## src/common/uart_bank_pkg.sv

```systemverilog
// shared definitions for the uart transmit bank
// used by the rtl modules through scoped names
package uart_bank_pkg;

  // frame format is fixed 8n1
  localparam int DATA_BITS = 8;

  // payload of one serial frame
  typedef logic [DATA_BITS-1:0] byte_t;

  // transmitter fsm states in frame order
  typedef enum logic [2:0] {
    idle,         // line high until go
    start_bit,    // driving 0 for one bit time
    data_bits,    // lsb first
    stop_bit,     // driving 1 with bsy still high
    wait_go_low   // frame done and waiting for the ack
  } tx_state_e;

endpackage
```

## src/uart_tx/uart_tx_channel.sv

```systemverilog
// one 8n1 uart transmitter with the go/bsy level handshake
// raise go with data stable, drop go after bsy falls to return to idle
`timescale 1ns/1ps

module uart_tx_channel #(
  parameter int BIT_TIME = 8  // clk cycles per serial bit
) (
  input  logic                 clk,
  input  logic                 rst_n,
  input  uart_bank_pkg::byte_t data,  // must hold while bsy is high
  input  logic                 go,    // level, start request and ack
  output logic                 tx,    // serial line, idle high
  output logic                 bsy    // high for start, data and stop bits
);

  localparam int CNT_W = (BIT_TIME > 1) ? $clog2(BIT_TIME) : 1;
  localparam int IDX_W = $clog2(uart_bank_pkg::DATA_BITS);
  localparam logic [CNT_W-1:0] CNT_LAST = CNT_W'(BIT_TIME - 1);
  localparam logic [IDX_W-1:0] IDX_LAST = IDX_W'(uart_bank_pkg::DATA_BITS - 1);

  uart_bank_pkg::tx_state_e state;
  logic [CNT_W-1:0] bit_cnt;  // counts down the cycles of the current bit
  logic [IDX_W-1:0] bit_idx;  // data bit currently on the line

  always_ff @(posedge clk) begin
    if (!rst_n) begin
      state   <= uart_bank_pkg::idle;
      bit_cnt <= '0;
      bit_idx <= '0;
      tx      <= 1'b1;
      bsy     <= 1'b0;
    end else begin
      case (state)
        uart_bank_pkg::idle: begin
          if (go) begin
            // first cycle of the start bit begins right after this edge
            tx      <= 1'b0;
            bsy     <= 1'b1;
            bit_cnt <= CNT_LAST;
            state   <= uart_bank_pkg::start_bit;
          end
        end

        uart_bank_pkg::start_bit: begin
          bit_cnt <= bit_cnt - 1'b1;
          if (bit_cnt == '0) begin
            tx      <= data[0];  // lsb goes out first
            bit_idx <= '0;
            bit_cnt <= CNT_LAST;
            state   <= uart_bank_pkg::data_bits;
          end
        end

        uart_bank_pkg::data_bits: begin
          bit_cnt <= bit_cnt - 1'b1;
          if (bit_cnt == '0) begin
            bit_cnt <= CNT_LAST;
            if (bit_idx == IDX_LAST) begin
              tx    <= 1'b1;  // stop bit
              state <= uart_bank_pkg::stop_bit;
            end else begin
              tx      <= data[bit_idx + 1'b1];
              bit_idx <= bit_idx + 1'b1;
            end
          end
        end

        uart_bank_pkg::stop_bit: begin
          bit_cnt <= bit_cnt - 1'b1;
          if (bit_cnt == '0) begin
            bsy   <= 1'b0;  // last stop cycle just ended
            state <= uart_bank_pkg::wait_go_low;
          end
        end

        uart_bank_pkg::wait_go_low: begin
          // hold off a new frame until the dispatcher acks with go low
          if (!go) begin
            state <= uart_bank_pkg::idle;
          end
        end

        default: begin
          state <= uart_bank_pkg::idle;
        end
      endcase
    end
  end

  // payload comes from the dispatcher slot, it must not move mid-frame
  a_data_stable: assert property (
    @(posedge clk) disable iff (!rst_n)
    (bsy && $past(bsy)) |-> $stable(data)
  );

  // bsy is a register of its own, keep it in step with the fsm
  a_bsy_state: assert property (
    @(posedge clk) disable iff (!rst_n)
    bsy == (state inside {uart_bank_pkg::start_bit, uart_bank_pkg::data_bits,
                          uart_bank_pkg::stop_bit})
  );

  // line must be released after every frame
  a_tx_idle: assert property (
    @(posedge clk) disable iff (!rst_n)
    (state == uart_bank_pkg::idle) |-> tx
  );

endmodule

```

## config.mk

```make
export PLATFORM = sky130hd
export DESIGN_NAME = uart_tx_channel
export DESIGN_NICKNAME = d
export VERILOG_FILES = /design/src/common/uart_bank_pkg.sv /design/src/uart_tx/uart_tx_channel.sv
export SDC_FILE = /design/constraint.sdc
export NUM_CORES = 1
export LEC_CHECK = 0
export ABC_AREA = 1
export ABC_CLOCK_PERIOD_IN_PS = 3880
export BUFFER_PORTS_ARGS = -buffer_cell sky130_fd_sc_hd__buf_4
export CORE_MARGIN = 1.5
export CORE_UTILIZATION = 40
export CTS_BUF_LIST = sky130_fd_sc_hd__clkbuf_4 sky130_fd_sc_hd__clkbuf_8
export DETAILED_ROUTE_END_ITERATION = 16
export GPL_TIMING_DRIVEN = 0
export HOLD_SLACK_MARGIN = 0.06
export SLEW_MARGIN = 10
export SYNTH_ARGS = -nofsm -noshare
export SYNTH_HDL_FRONTEND = slang
export SYNTH_SLANG_ARGS = --single-unit
```

## constraint.sdc

```tcl
create_clock -name clk -period 3.88 [get_ports clk]
set_input_delay 0.776 -clock clk [delete_from_list [all_inputs] [get_ports clk]]
set_output_delay 0.776 -clock clk [all_outputs]
set_load 0.01 [all_outputs]
```

After elaboration in Yosys (flattened, before gate mapping):

Index checks and enable logic that the tools add are counted.

* register bits: 11
* input port bits: 11
* output and inout bits: 2
* word-level logic and storage cells: 56

* add/sub/neg operators: 2
* magnitude comparators: 1
* eq/ne operators: 12
* multiplexer cells: 24
* reduce and logical (&&, ||, !) cells: 12

Operators with widths (number)
* two-way mux 3 bit: 11
* case mux 3 bit (5 select lines): 1
* != test 2 bit (second input constant): 7
* case mux 3 bit (3 select lines): 1
* AND reduction 4 bit: 2
* two-way mux 1 bit: 7
* equality test 3 x 2 -> 1 bit (second input constant): 2
* equality test 3 bit (second input constant): 2
* logical NOT 3 bit: 2
* case mux 3 bit (2 select lines): 1
* AND reduction 6 bit: 1
* nonzero test 3 bit: 2
* less-than comparator 3 x 4 -> 1 bit (second input constant): 1
* nonzero test 2 bit: 2
* adder 3 x 1 -> 3 bit (second input constant): 1
* binary-select mux 1 bit (select 3 bit): 1
* equality test 3 x 1 -> 1 bit (second input constant): 1
* case mux 1 bit (3 select lines): 1
* AND reduction 3 bit: 1
* subtractor 3 x 1 -> 3 bit (second input constant): 1
* case mux 1 bit (2 select lines): 1
* AND reduction 2 bit: 1
* OR reduction 2 bit: 1

Longest topological paths before layout:

Gate-level depths: netlist of run 1.

* word-level depth: 6
* depth in mapped cells: 10
* mapped depth without buffers: 10

Worst setup path before layout of run 1:

OpenSTA, ideal clock, no wires.

* path kind: input-to-reg
* from: input go
* to: register bit_cnt[0]
* setup time: 0.119 ns
* data arrival time: 1.281 ns
* required time: 3.761 ns
* slack: 2.480 ns
* cell stages on the path: 5
* buffers on the path: 0
* path through: nand3_1 > nand2_1 > inv_1 > o31ai_1 > inv_1

* word-level cells in the longest chain between the ends: 2

Ends and longest elaborated chain
* start: declaration: RTL line uart_tx_channel.sv:11 `input logic go,`
* != test 2 bit (no line)
* AND reduction 2 bit (no line)
* end signal: assignment: RTL line uart_tx_channel.sv:45 `bit_cnt <= bit_cnt - 1'b1;`
* end signal: assignment: RTL line uart_tx_channel.sv:55 `bit_cnt <= bit_cnt - 1'b1;`
* end signal: assignment: RTL line uart_tx_channel.sv:69 `bit_cnt <= bit_cnt - 1'b1;`
* end: declaration: RTL line uart_tx_channel.sv:22 `logic [CNT_W-1:0] bit_cnt;`

Every way passes these cells.
A chain may end at the register's enable or synchronous reset.

Worst setup path in the final report of run 1:

* from: register bit_idx[0]
* to: register tx

* word-level cells in the longest chain between the ends: 6
* elaborated cells between the ends (all ways): 7
* classes of those cells: add/sub (1); eq/ne (1); mux (5)

Ends and longest elaborated chain
* start: declaration: RTL line uart_tx_channel.sv:23 `logic [IDX_W-1:0] bit_idx;`
* start signal: assignment: RTL line uart_tx_channel.sv:63 `bit_idx <= bit_idx + 1'b1;`
* adder 3 x 1 -> 3 bit: RTL line uart_tx_channel.sv:62 `tx <= data[bit_idx + 1'b1];`
* binary-select mux 1 bit (select 3 bit): RTL line uart_tx_channel.sv:62
* two-way mux 1 bit (implied by the code): RTL line uart_tx_channel.sv:62
* two-way mux 1 bit *: RTL line uart_tx_channel.sv:58 `if (bit_idx == IDX_LAST) begin`
* two-way mux 1 bit *: RTL line uart_tx_channel.sv:56 `if (bit_cnt == '0) begin`
* case mux 1 bit (3 select lines) *: RTL line uart_tx_channel.sv:33 `case (state)`
* end signal: assignment: RTL line uart_tx_channel.sv:47 `tx <= data[0];`
* end signal: assignment: RTL line uart_tx_channel.sv:62
* end: declaration: RTL line uart_tx_channel.sv:12 `output logic tx,`

Mark *: on every way between the ends. The rest lies on a longest branch, timed or not. The select of a mux whose other input is x is not followed.

==> flow_metrics.tcl, run 1 <==
set metrics [dict create \
    n_antenna_cell 0 \
    grt_max_degree 10 \
    gr-total-overflow 0 \
    synthCells 101 \
    rsz0062_at_grt "false" \
    finalClockSkew_ns 0.00138 \
    cp_cell_sequence "ha_1 > ha_1 > inv_1 > nand3_1 > nand3_1 > nand3_1 > nand2_1 > nand2_1 > nand2_1 > nand2_1" \
    postCtsSetupRepairBufs 0 \
    worst_setup_path_start_kind "flip-flop" \
    io-pin-count 13 \
    finalNonFillerCells 133 \
    cts_sinks 11 \
    ir_worst_vdd_mv 0.456 \
    yosys.area.top_type_share_pct 31.7 \
    fp.coreArea_um2 1560 \
    synth.distinct_cells 22 \
    vias_per_cell 5.05 \
    ctsHoldBuffers 0 \
    fin_tns_setup_ns 0 \
    powerDensity_nw_per_um2 754 \
    h-tree-depth 1 \
    worstPathMaxFanout 7 \
    antenna_found_initial 0 \
    synth_common_cells "nand2_1 (20), inv_1 (15), nand3_1 (13)" \
    fmax_mhz 645 \
    routed_wl_um 1440 \
    synth_nets 116 \
    power_leakage_nw 0.405 \
    synth_area_leaders "dfxtp_1 (32%), nand2_1 (11%), nand3_1 (9.4%), inv_1 (8.1%), ha_1 (7.2%)" \
    rows 14 \
    cts_tree "built" \
    yosysSeqAreaShare_pct 31.7 \
    setup.worst_path.end_class "flip-flop" \
    start_util_pct 44.6 \
    crit_arrival_ns 1.72 \
    layout_setup_ws_ns 2.33 \
    yosysMostFrequentCell "nand2_1" \
    wire_per_inst_um 10.8 \
    gp_congestion 0.856 \
    synthArstFlopShare_pct 0 \
    antenna_left 0 \
    ys.flop_type "dfxtp_1" \
    syn_area_per_cell_um2 6.89 \
    die_h_um 44.7 \
    die_area_um2 2000 \
    worstSetupPathType "flip-flop to flip-flop" \
    cp_slowest_stage_delay_ns 0.37 \
    worst_pin_slew_ns 0.255 \
    drive_gt1_share_pct 24.8 \
    cts-buffers-inserted 3 \
    synth_edf_count 0 \
    required_ns 4.05 \
    yosysTopAreaCell "dfxtp_1" \
    grt_usage_pct 16.4 \
    portBuffers 12 \
    yosys_warnings 0 \
    vias 671 \
    crit_top_cell "nand2_1" \
    clk_latency_ns 0.27 \
    drv_cap 0 \
    cp_slowest_cell "dfxtp_1" \
    cts_resized 0 \
    syn_to_final_growth_pct 20.1 \
    final-hold-violation-count 0 \
    cts_buffer_depth 2 \
    hold_path.class "flip-flop to flip-flop" \
    synth_area_um2 696 \
    dp.cells 129 \
    grt_pass1_vias 565 \
    ys_ff_latch 11 \
    fin_crit_sh_pct 39.9 \
    cts.clk_slew.worst_paths_ns 0.07 \
    die_w_um 44.7 \
    nets 133 \
    maxSlewViolCount 0 \
    root_buffer "clkbuf_4" \
    setup_viol 0 \
    final.fill_count 169 \
    grt_pass1_wl_um 2340 \
    dr.pass1.iters 4 \
    relSlewSlack_pct 82.9 \
    run_status "completed" \
    first_iter_violations 14 \
    min_period_ns 1.55 \
    drc 0 \
    dp_slack_ns 2.30 \
    post-dp-hpwl_um 1160 \
]
==> metal layers <==
metal	GRT usage, %	up-vias	part of all wire (%)
li1	-	359	-
met1	21.8	294	50
met2	23.5	16	44
met3	7.20	2	5.3
met4	5.45	0	0.77
met5	0	-	0
==> cells in the final DEF (no fill, tap or decap) <==
| cell | instances |
|---|---|
| o22ai_1 | 1 |
| xor2_1 | 1 |
| inv_2 | 2 |
| o31ai_1 | 1 |
| nand2_2 | 6 |
| clkbuf_4 | 4 |
| a31oi_1 | 1 |
| inv_1 | 15 |
| ha_1 | 4 |
| a21oi_1 | 9 |
| nand2_1 | 20 |
| a21oi_4 | 1 |
| nor3_1 | 1 |
| nor2_4 | 1 |
| o21ai_0 | 4 |
| buf_4 | 12 |
| nor3b_1 | 1 |
| nand3b_1 | 1 |
| nand2_4 | 1 |
| nor2_2 | 2 |
| nor2_1 | 4 |
| dfxtp_1 | 11 |
| nand3_1 | 13 |
| clkinv_1 | 1 |
==> through the flow <==
stage	area, um2	util [%]	total power (W)	hold WS, ns
final	836	53.6	0.000630	0.476
after global routing	836	53.6	0.000700	0.504
after CTS	836	53.6	0.000634	0.480
after detailed placement	806	51.7	0.000544	0.466
after global placement	806	51.7	0.000538	0.455
after floorplan	696	-	0.000466	0.447
==> cell type report <==
type                       count  area, um2  area share, %
multi-input combinational     72        408           48.8
timing repair buffer          12       90.1           10.8
inverter                      18       67.6           8.08
sequential                    11        220           26.3
tap                           16       20.0           2.40
clock buffer                   4       30.0           3.59
==> path summary, 6_finish.rpt <==
path	cells past startpoint	slack, ns	from	end
min	2	0.48	bit_idx[1]	bit_idx[1]
max	10	2.33	bit_idx[0]	tx
min reg2reg	2	0.48	bit_idx[1]	bit_idx[1]
max reg2reg	10	2.33	bit_idx[0]	tx
==> kinds of logic (layout without fill, tap and decap cells) <==
family / count (synthesis) / in the layout / share of synthesized area [%]
flip-flops: 11 / 11 / 31.7
AND/OR/NAND/NOR: 50 / 50 / 35.6
XOR/XNOR: 1 / 1 / 1.26
adder cells (fa/ha/maj): 4 / 4 / 7.19
AO/OA/AOI/OAI: 17 / 17 / 14.6
buffers and inverters: 18 / 34 / 9.71
==> state kept, by name, indices dropped and copies added, names as in the netlist <==
register  count
bit_cnt       3
bit_idx       3
state         3
bsy           1
tx            1
==> worst max-delay path, delay by kind of cell, from the launching register on <==
| family | cells | cell delay, ns |
|---|---|---|
| adders and majority gates | 2 | 0.55 |
| buffers and inverters | 1 | 0.09 |
| DFF | 1 | 0.37 |
| and+or+nand+nor | 7 | 0.44 |
==> power by group <==
group	internal, W	switching, W	leakage [nW]
Combinational	0.000132	0.000226	0.296
Clock	0.0000468	0.0000404	0.0184
Sequential	0.000151	0.0000340	0.0907
Total	0.000330	0.000300	0.405
Note: power is estimated with default switching activity, not from simulation.
==> inputs of run 2 (changes only) <==
ABC_CLOCK_PERIOD_IN_PS = 1550   (was 3880)
clock period = 1.55 ns   (was 3.88 ns; I/O delays follow)
==> run 2 against run 1 <==
Compared with the run above: sequential share of layout area down 0.48 points; global-route usage unchanged; maximum frequency rose by 9.6%; sequential power rose to 2.5 times the previous value; largest cell class unchanged; total power grew to 2.6 times the previous value; register-to-register slack got worse by 2.2 ns; count of clock-buffer cells in the layout unchanged; setup slack got worse by 2.2 ns; largest power group unchanged; wire length up 2.2%.
==> flow_metrics.tcl, run 2 (synthesis results as in run 1) <==
set metrics [dict create \
    portBuffers 12 \
    power_leakage_nw 0.400 \
    die_w_um 44.7 \
    n_antenna_cell 0 \
    grt_max_degree 10 \
    multi_input_area_um2 434 \
    maxSlewViolCount 0 \
    cts-buffers-inserted 3 \
    p_total_w 0.00163 \
    fin_tns_setup_ns 0 \
    antenna_left 0 \
    fp.coreArea_um2 1560 \
    final-hold-violation-count 0 \
    ir_worst_vdd_mv 1.18 \
    rsz0062_at_grt "false" \
    dr.pass1.iters 4 \
    worstPathMaxFanout 7 \
    setup_viol 0 \
    hold_path.class "input port to flip-flop" \
    worstSetupPathType "flip-flop to flip-flop" \
    run_status "completed" \
    clk_latency_ns 0.27 \
    fmax_mhz 707 \
    setup.worst_path.end_class "flip-flop" \
    syn_to_final_growth_pct 24.5 \
    vias_per_cell 4.92 \
    powerDensity_nw_per_um2 1880 \
    finalClockSkew_ns 0.00247 \
    rows 14 \
    layout_setup_ws_ns 0.136 \
    worst_pin_slew_ns 0.278 \
    gp_congestion 0.856 \
    root_buffer "clkbuf_4" \
    drive_gt1_share_pct 30.8 \
    regArea_um2 224 \
    grt_pass1_vias 565 \
    fin_crit_sh_pct 91.2 \
    start_util_pct 44.6 \
    nets 133 \
    layout_common_cells "nand2_1 (20), inv_1 (14), nand3_1 (13), buf_4 (12), dfxtp_1 (10)" \
    cts_buffer_depth 2 \
    top_regs "bit_cnt x3, bit_idx x3, state x3" \
    h-tree-depth 1 \
    die_area_um2 2000 \
    dp_slack_ns 0.0103 \
    relSlewSlack_pct 81.5 \
    cts_tree "built" \
    grt_usage_pct 16.4 \
    cts_sinks 11 \
    die_h_um 44.7 \
    antenna_found_initial 0 \
    gr-total-overflow 0 \
    routed_wl_um 1470 \
    dp.cells 129 \
    cp_slowest_cell "dfxtp_4" \
    cp_cell_sequence "ha_2 > ha_4 > inv_1 > nand2_4 > a21oi_4 > inv_2 > a21oi_2 > nor2_1" \
    drc 0 \
    first_iter_violations 10 \
    cts.clk_slew.worst_paths_ns 0.07 \
    min_period_ns 1.41 \
    cp_slowest_stage_delay_ns 0.37 \
    crit_arrival_ns 1.58 \
    drv_cap 0 \
    post-dp-hpwl_um 1160 \
    wire_per_inst_um 11.0 \
    final.fill_count 167 \
    worst_setup_path_start_kind "flip-flop" \
    io-pin-count 13 \
    postCtsSetupRepairBufs 0 \
    finalNonFillerCells 133 \
    final_common_cell "nand2_1" \
    vias 655 \
    grt_pass1_wl_um 2340 \
    required_ns 1.72 \
]
run 2: cell counts in the layout (fill, tap and decap cells not counted):
Identical to the previous run, type by type.
run 2: cell type report:
cell class              instances  share of cell area [%]
inverters                      18                    7.80
clock buffers                   4                    3.47
repair buffers                 12                    10.4
well taps                      16                    2.31
multi-input cells              72                    50.1
flip-flops and latches         11                    25.9
run 2: final timing paths:
path | from | endpoint | slack (ns) | cells past startpoint
hold / removal | rst_n | state[1] | 0.28 | 3
setup / recovery | bit_idx[0] | bit_idx[0] | 0.14 | 8
setup reg to reg | bit_idx[0] | bit_idx[0] | 0.14 | 8
hold reg to reg | bit_idx[1] | bit_idx[1] | 0.48 | 2
run 2: per-layer routing:
layer | GRT usage [%] | part of all wire (%) | vias to the layer above
li1 | - | - | 361
met1 | 21.8 | 49 | 282
met2 | 23.5 | 45 | 10
met3 | 7.20 | 4.6 | 2
met4 | 5.45 | 0.75 | 0
met5 | 0 | 0 | -
run 2: what timing repair did:
item,CTS,global route
endpoints found under the setup margin,0,4
hold endpoints to repair,0,0
hold buffers,0,0
resized for setup,0,9
run 2: power by group:
| group | internal [W] | leakage, nW | switching [W] |
|---|---|---|---|
| logic | 0.000349 | 0.291 | 0.000590 |
| clock network | 0.000117 | 0.0184 | 0.000102 |
| registers | 0.000384 | 0.0915 | 0.0000858 |
run 2: through the flow:
| step | hold WS (ns) | instance area [um2] | utilization [%] |
|---|---|---|---|
| floorplan | 0.446 | 696 | - |
| global placement | 0.455 | 806 | 51.7 |
| detailed placement | 0.466 | 806 | 51.7 |
| finish | 0.281 | 866 | 55.5 |
| global route | 0.313 | 866 | 55.5 |
| CTS | 0.291 | 836 | 53.6 |
run 2: critical path, delay by kind of cell, from the launching register on:
family                     cells  cell delay (ns)
buffers and inverters          2             0.18
DFF                            1             0.37
adders and majority gates      2             0.35
AOI/OAI and AO/OA              2             0.29
and+or+nand+nor                2             0.12
==> inputs of run 3 (changes only) <==
CORE_UTILIZATION = 49   (was 40)
PLACE_DENSITY = 0.83   (was not set)
==> run 3 against run 2 <==
Compared with the run above: maximum frequency is 2.4% lower; clock power shrank 5%; combinational power fell by 3.6%; non-clock buffer count is the same; core utilization grew 9.0 points; flip-flop and latch count unchanged; die area decreased by 17%; register-to-register slack got worse by 0.03 ns; sequential power down 1%; sequential share of layout area grew 0.16 points; clock skew is 0.00085 ns lower; largest power group unchanged.
==> flow_metrics.tcl, run 3 (synthesis results as in run 1) <==
set metrics [dict create \
    drc 0 \
    top_regs "bit_cnt x3, bit_idx x3, state x3" \
    nets 133 \
    clk_latency_ns 0.27 \
    routed_wl_um 1420 \
    drive_gt1_share_pct 27.4 \
    combPwrFrac_pct 57.3 \
    n_antenna_cell 0 \
    crit_arrival_ns 1.65 \
    rows 13 \
    switching_share_pct 47.2 \
    hold_path.class "input port to flip-flop" \
    h-tree-depth 1 \
    gr-total-overflow 0 \
    rsz0062_at_grt "false" \
    dp_slack_ns 0.0248 \
    dr.pass1.iters 4 \
    fp.coreArea_um2 1320 \
    worst_pin_slew_ns 0.242 \
    ctsHoldBuffers 0 \
    fin_util_pct 64.6 \
    layout_setup_ws_ns 0.102 \
    first_iter_violations 7 \
    start_util_pct 52.8 \
    wire_per_inst_um 10.7 \
    run_status "completed" \
    grt_pass1_vias 596 \
    grt_max_degree 10 \
    setup.worst_path.end_class "flip-flop" \
    cts_sinks 11 \
    cts-buffers-inserted 3 \
    worst_setup_path_start_kind "flip-flop" \
    finalNonFillerCells 132 \
    vias_per_cell 5.20 \
    post-dp-hpwl_um 1140 \
    die_area_um2 1650 \
    fin_crit_sh_pct 93.4 \
    fin_tns_setup_ns 0 \
    gp_congestion 0.796 \
    min_period_ns 1.45 \
    dp.cells 128 \
    powerDensity_nw_per_um2 1860 \
    portBuffers 12 \
    worstSetupPathType "flip-flop to flip-flop" \
    p_int_w 0.000835 \
    syn_to_final_growth_pct 22.3 \
    cts_buffer_depth 2 \
    antenna_found_initial 0 \
    antenna_left 0 \
    worstPathMaxFanout 4 \
    vias 686 \
    maxSlewViolCount 0 \
    io-pin-count 13 \
    layout_common_cells "nand2_1 (20), inv_1 (15), nand3_1 (13), buf_4 (12), dfxtp_1 (10)" \
    die_h_um 40.7 \
    grt_pass1_wl_um 2230 \
    final-hold-violation-count 0 \
    finalClockSkew_ns 0.00161 \
    relSlewSlack_pct 83.8 \
    die_w_um 40.7 \
    power_leakage_nw 0.403 \
    fmax_mhz 690 \
    final_common_cell "nand2_1" \
    drv_cap 0 \
    setup_viol 0 \
    seqPwrFrac_pct 29.4 \
    cts.clk_slew.worst_paths_ns 0.07 \
    ir_worst_vdd_mv 1.22 \
    grt_usage_pct 21.0 \
    required_ns 1.75 \
    cts_tree "built" \
    pwr-share-clk_pct 13.3 \
    p_sw_w 0.000746 \
    root_buffer "clkbuf_4" \
]
==> run 3: cell counts in the layout (fill, tap and decap cells not counted) <==
Identical to the previous run, type by type.
==> run 3: power by group through the flow <==
stage          Clock [W]  Combinational [W]  Sequential [W]
6_report        0.000210           0.000905        0.000465
3_3_place_gp           0           0.000853        0.000464
2_1_floorplan          0           0.000705        0.000460
4_1_cts         0.000221           0.000895        0.000465
3_5_place_dp           0           0.000895        0.000468
5_1_grt         0.000235            0.00101        0.000478
==> run 3: per-layer routing <==
layer	up-vias	share of wire, %	wire (um)	global-route usage (%)
met1	313	46	645	21.3
met4	0	1.2	17	8.33
li1	360	-	-	-
met5	-	0	0	0
met3	4	3.8	54	9.78
met2	9	49	699	36.9
==> run 3: stage by stage <==
stage	power, W	hold WS (ns)	cell area, um2
2_1_floorplan	0.00117	0.446	696
3_3_place_gp	0.00132	0.457	805
3_5_place_dp	0.00136	0.461	805
4_1_cts	0.00158	0.288	836
5_1_grt	0.00172	0.294	851
6_report	0.00158	0.303	851
==> run 3: final timing paths <==
path / startpoint / endpoint / slack, ns / depth (start not counted)
max: bit_cnt[0] / state[0] / 0.10 / 10
min reg2reg: tx / tx / 0.48 / 2
max reg2reg: bit_cnt[0] / state[0] / 0.10 / 10
min: rst_n / bit_idx[0] / 0.30 / 3
==> run 3: area by class of cell <==
cell class                 instances  area [um2]
multi-input combinational         72         423
fill                             110         467
timing repair buffer              12        90.1
inverter                          18        67.6
tap                               15        18.8
sequential                        11         221
clock buffer                       4        30.0
==> run 3: repair_timing <==
action,in CTS,in global routing
gates resized for setup,1,2
hold endpoints to repair,0,0
endpoints found under the setup margin,1,2
buffers inserted,0,0
==> run 3: worst max-delay path: stages (launching register included) <==
cell	delay, ns
dfxtp_1	0.30
inv_1	0.11
ha_1	0.16
inv_1	0.06
nor2_4	0.12
inv_1	0.10
nand2_1	0.09
nand3_1	0.11
nor2_2	0.14
nand2_1	0.07
a21oi_1	0.12
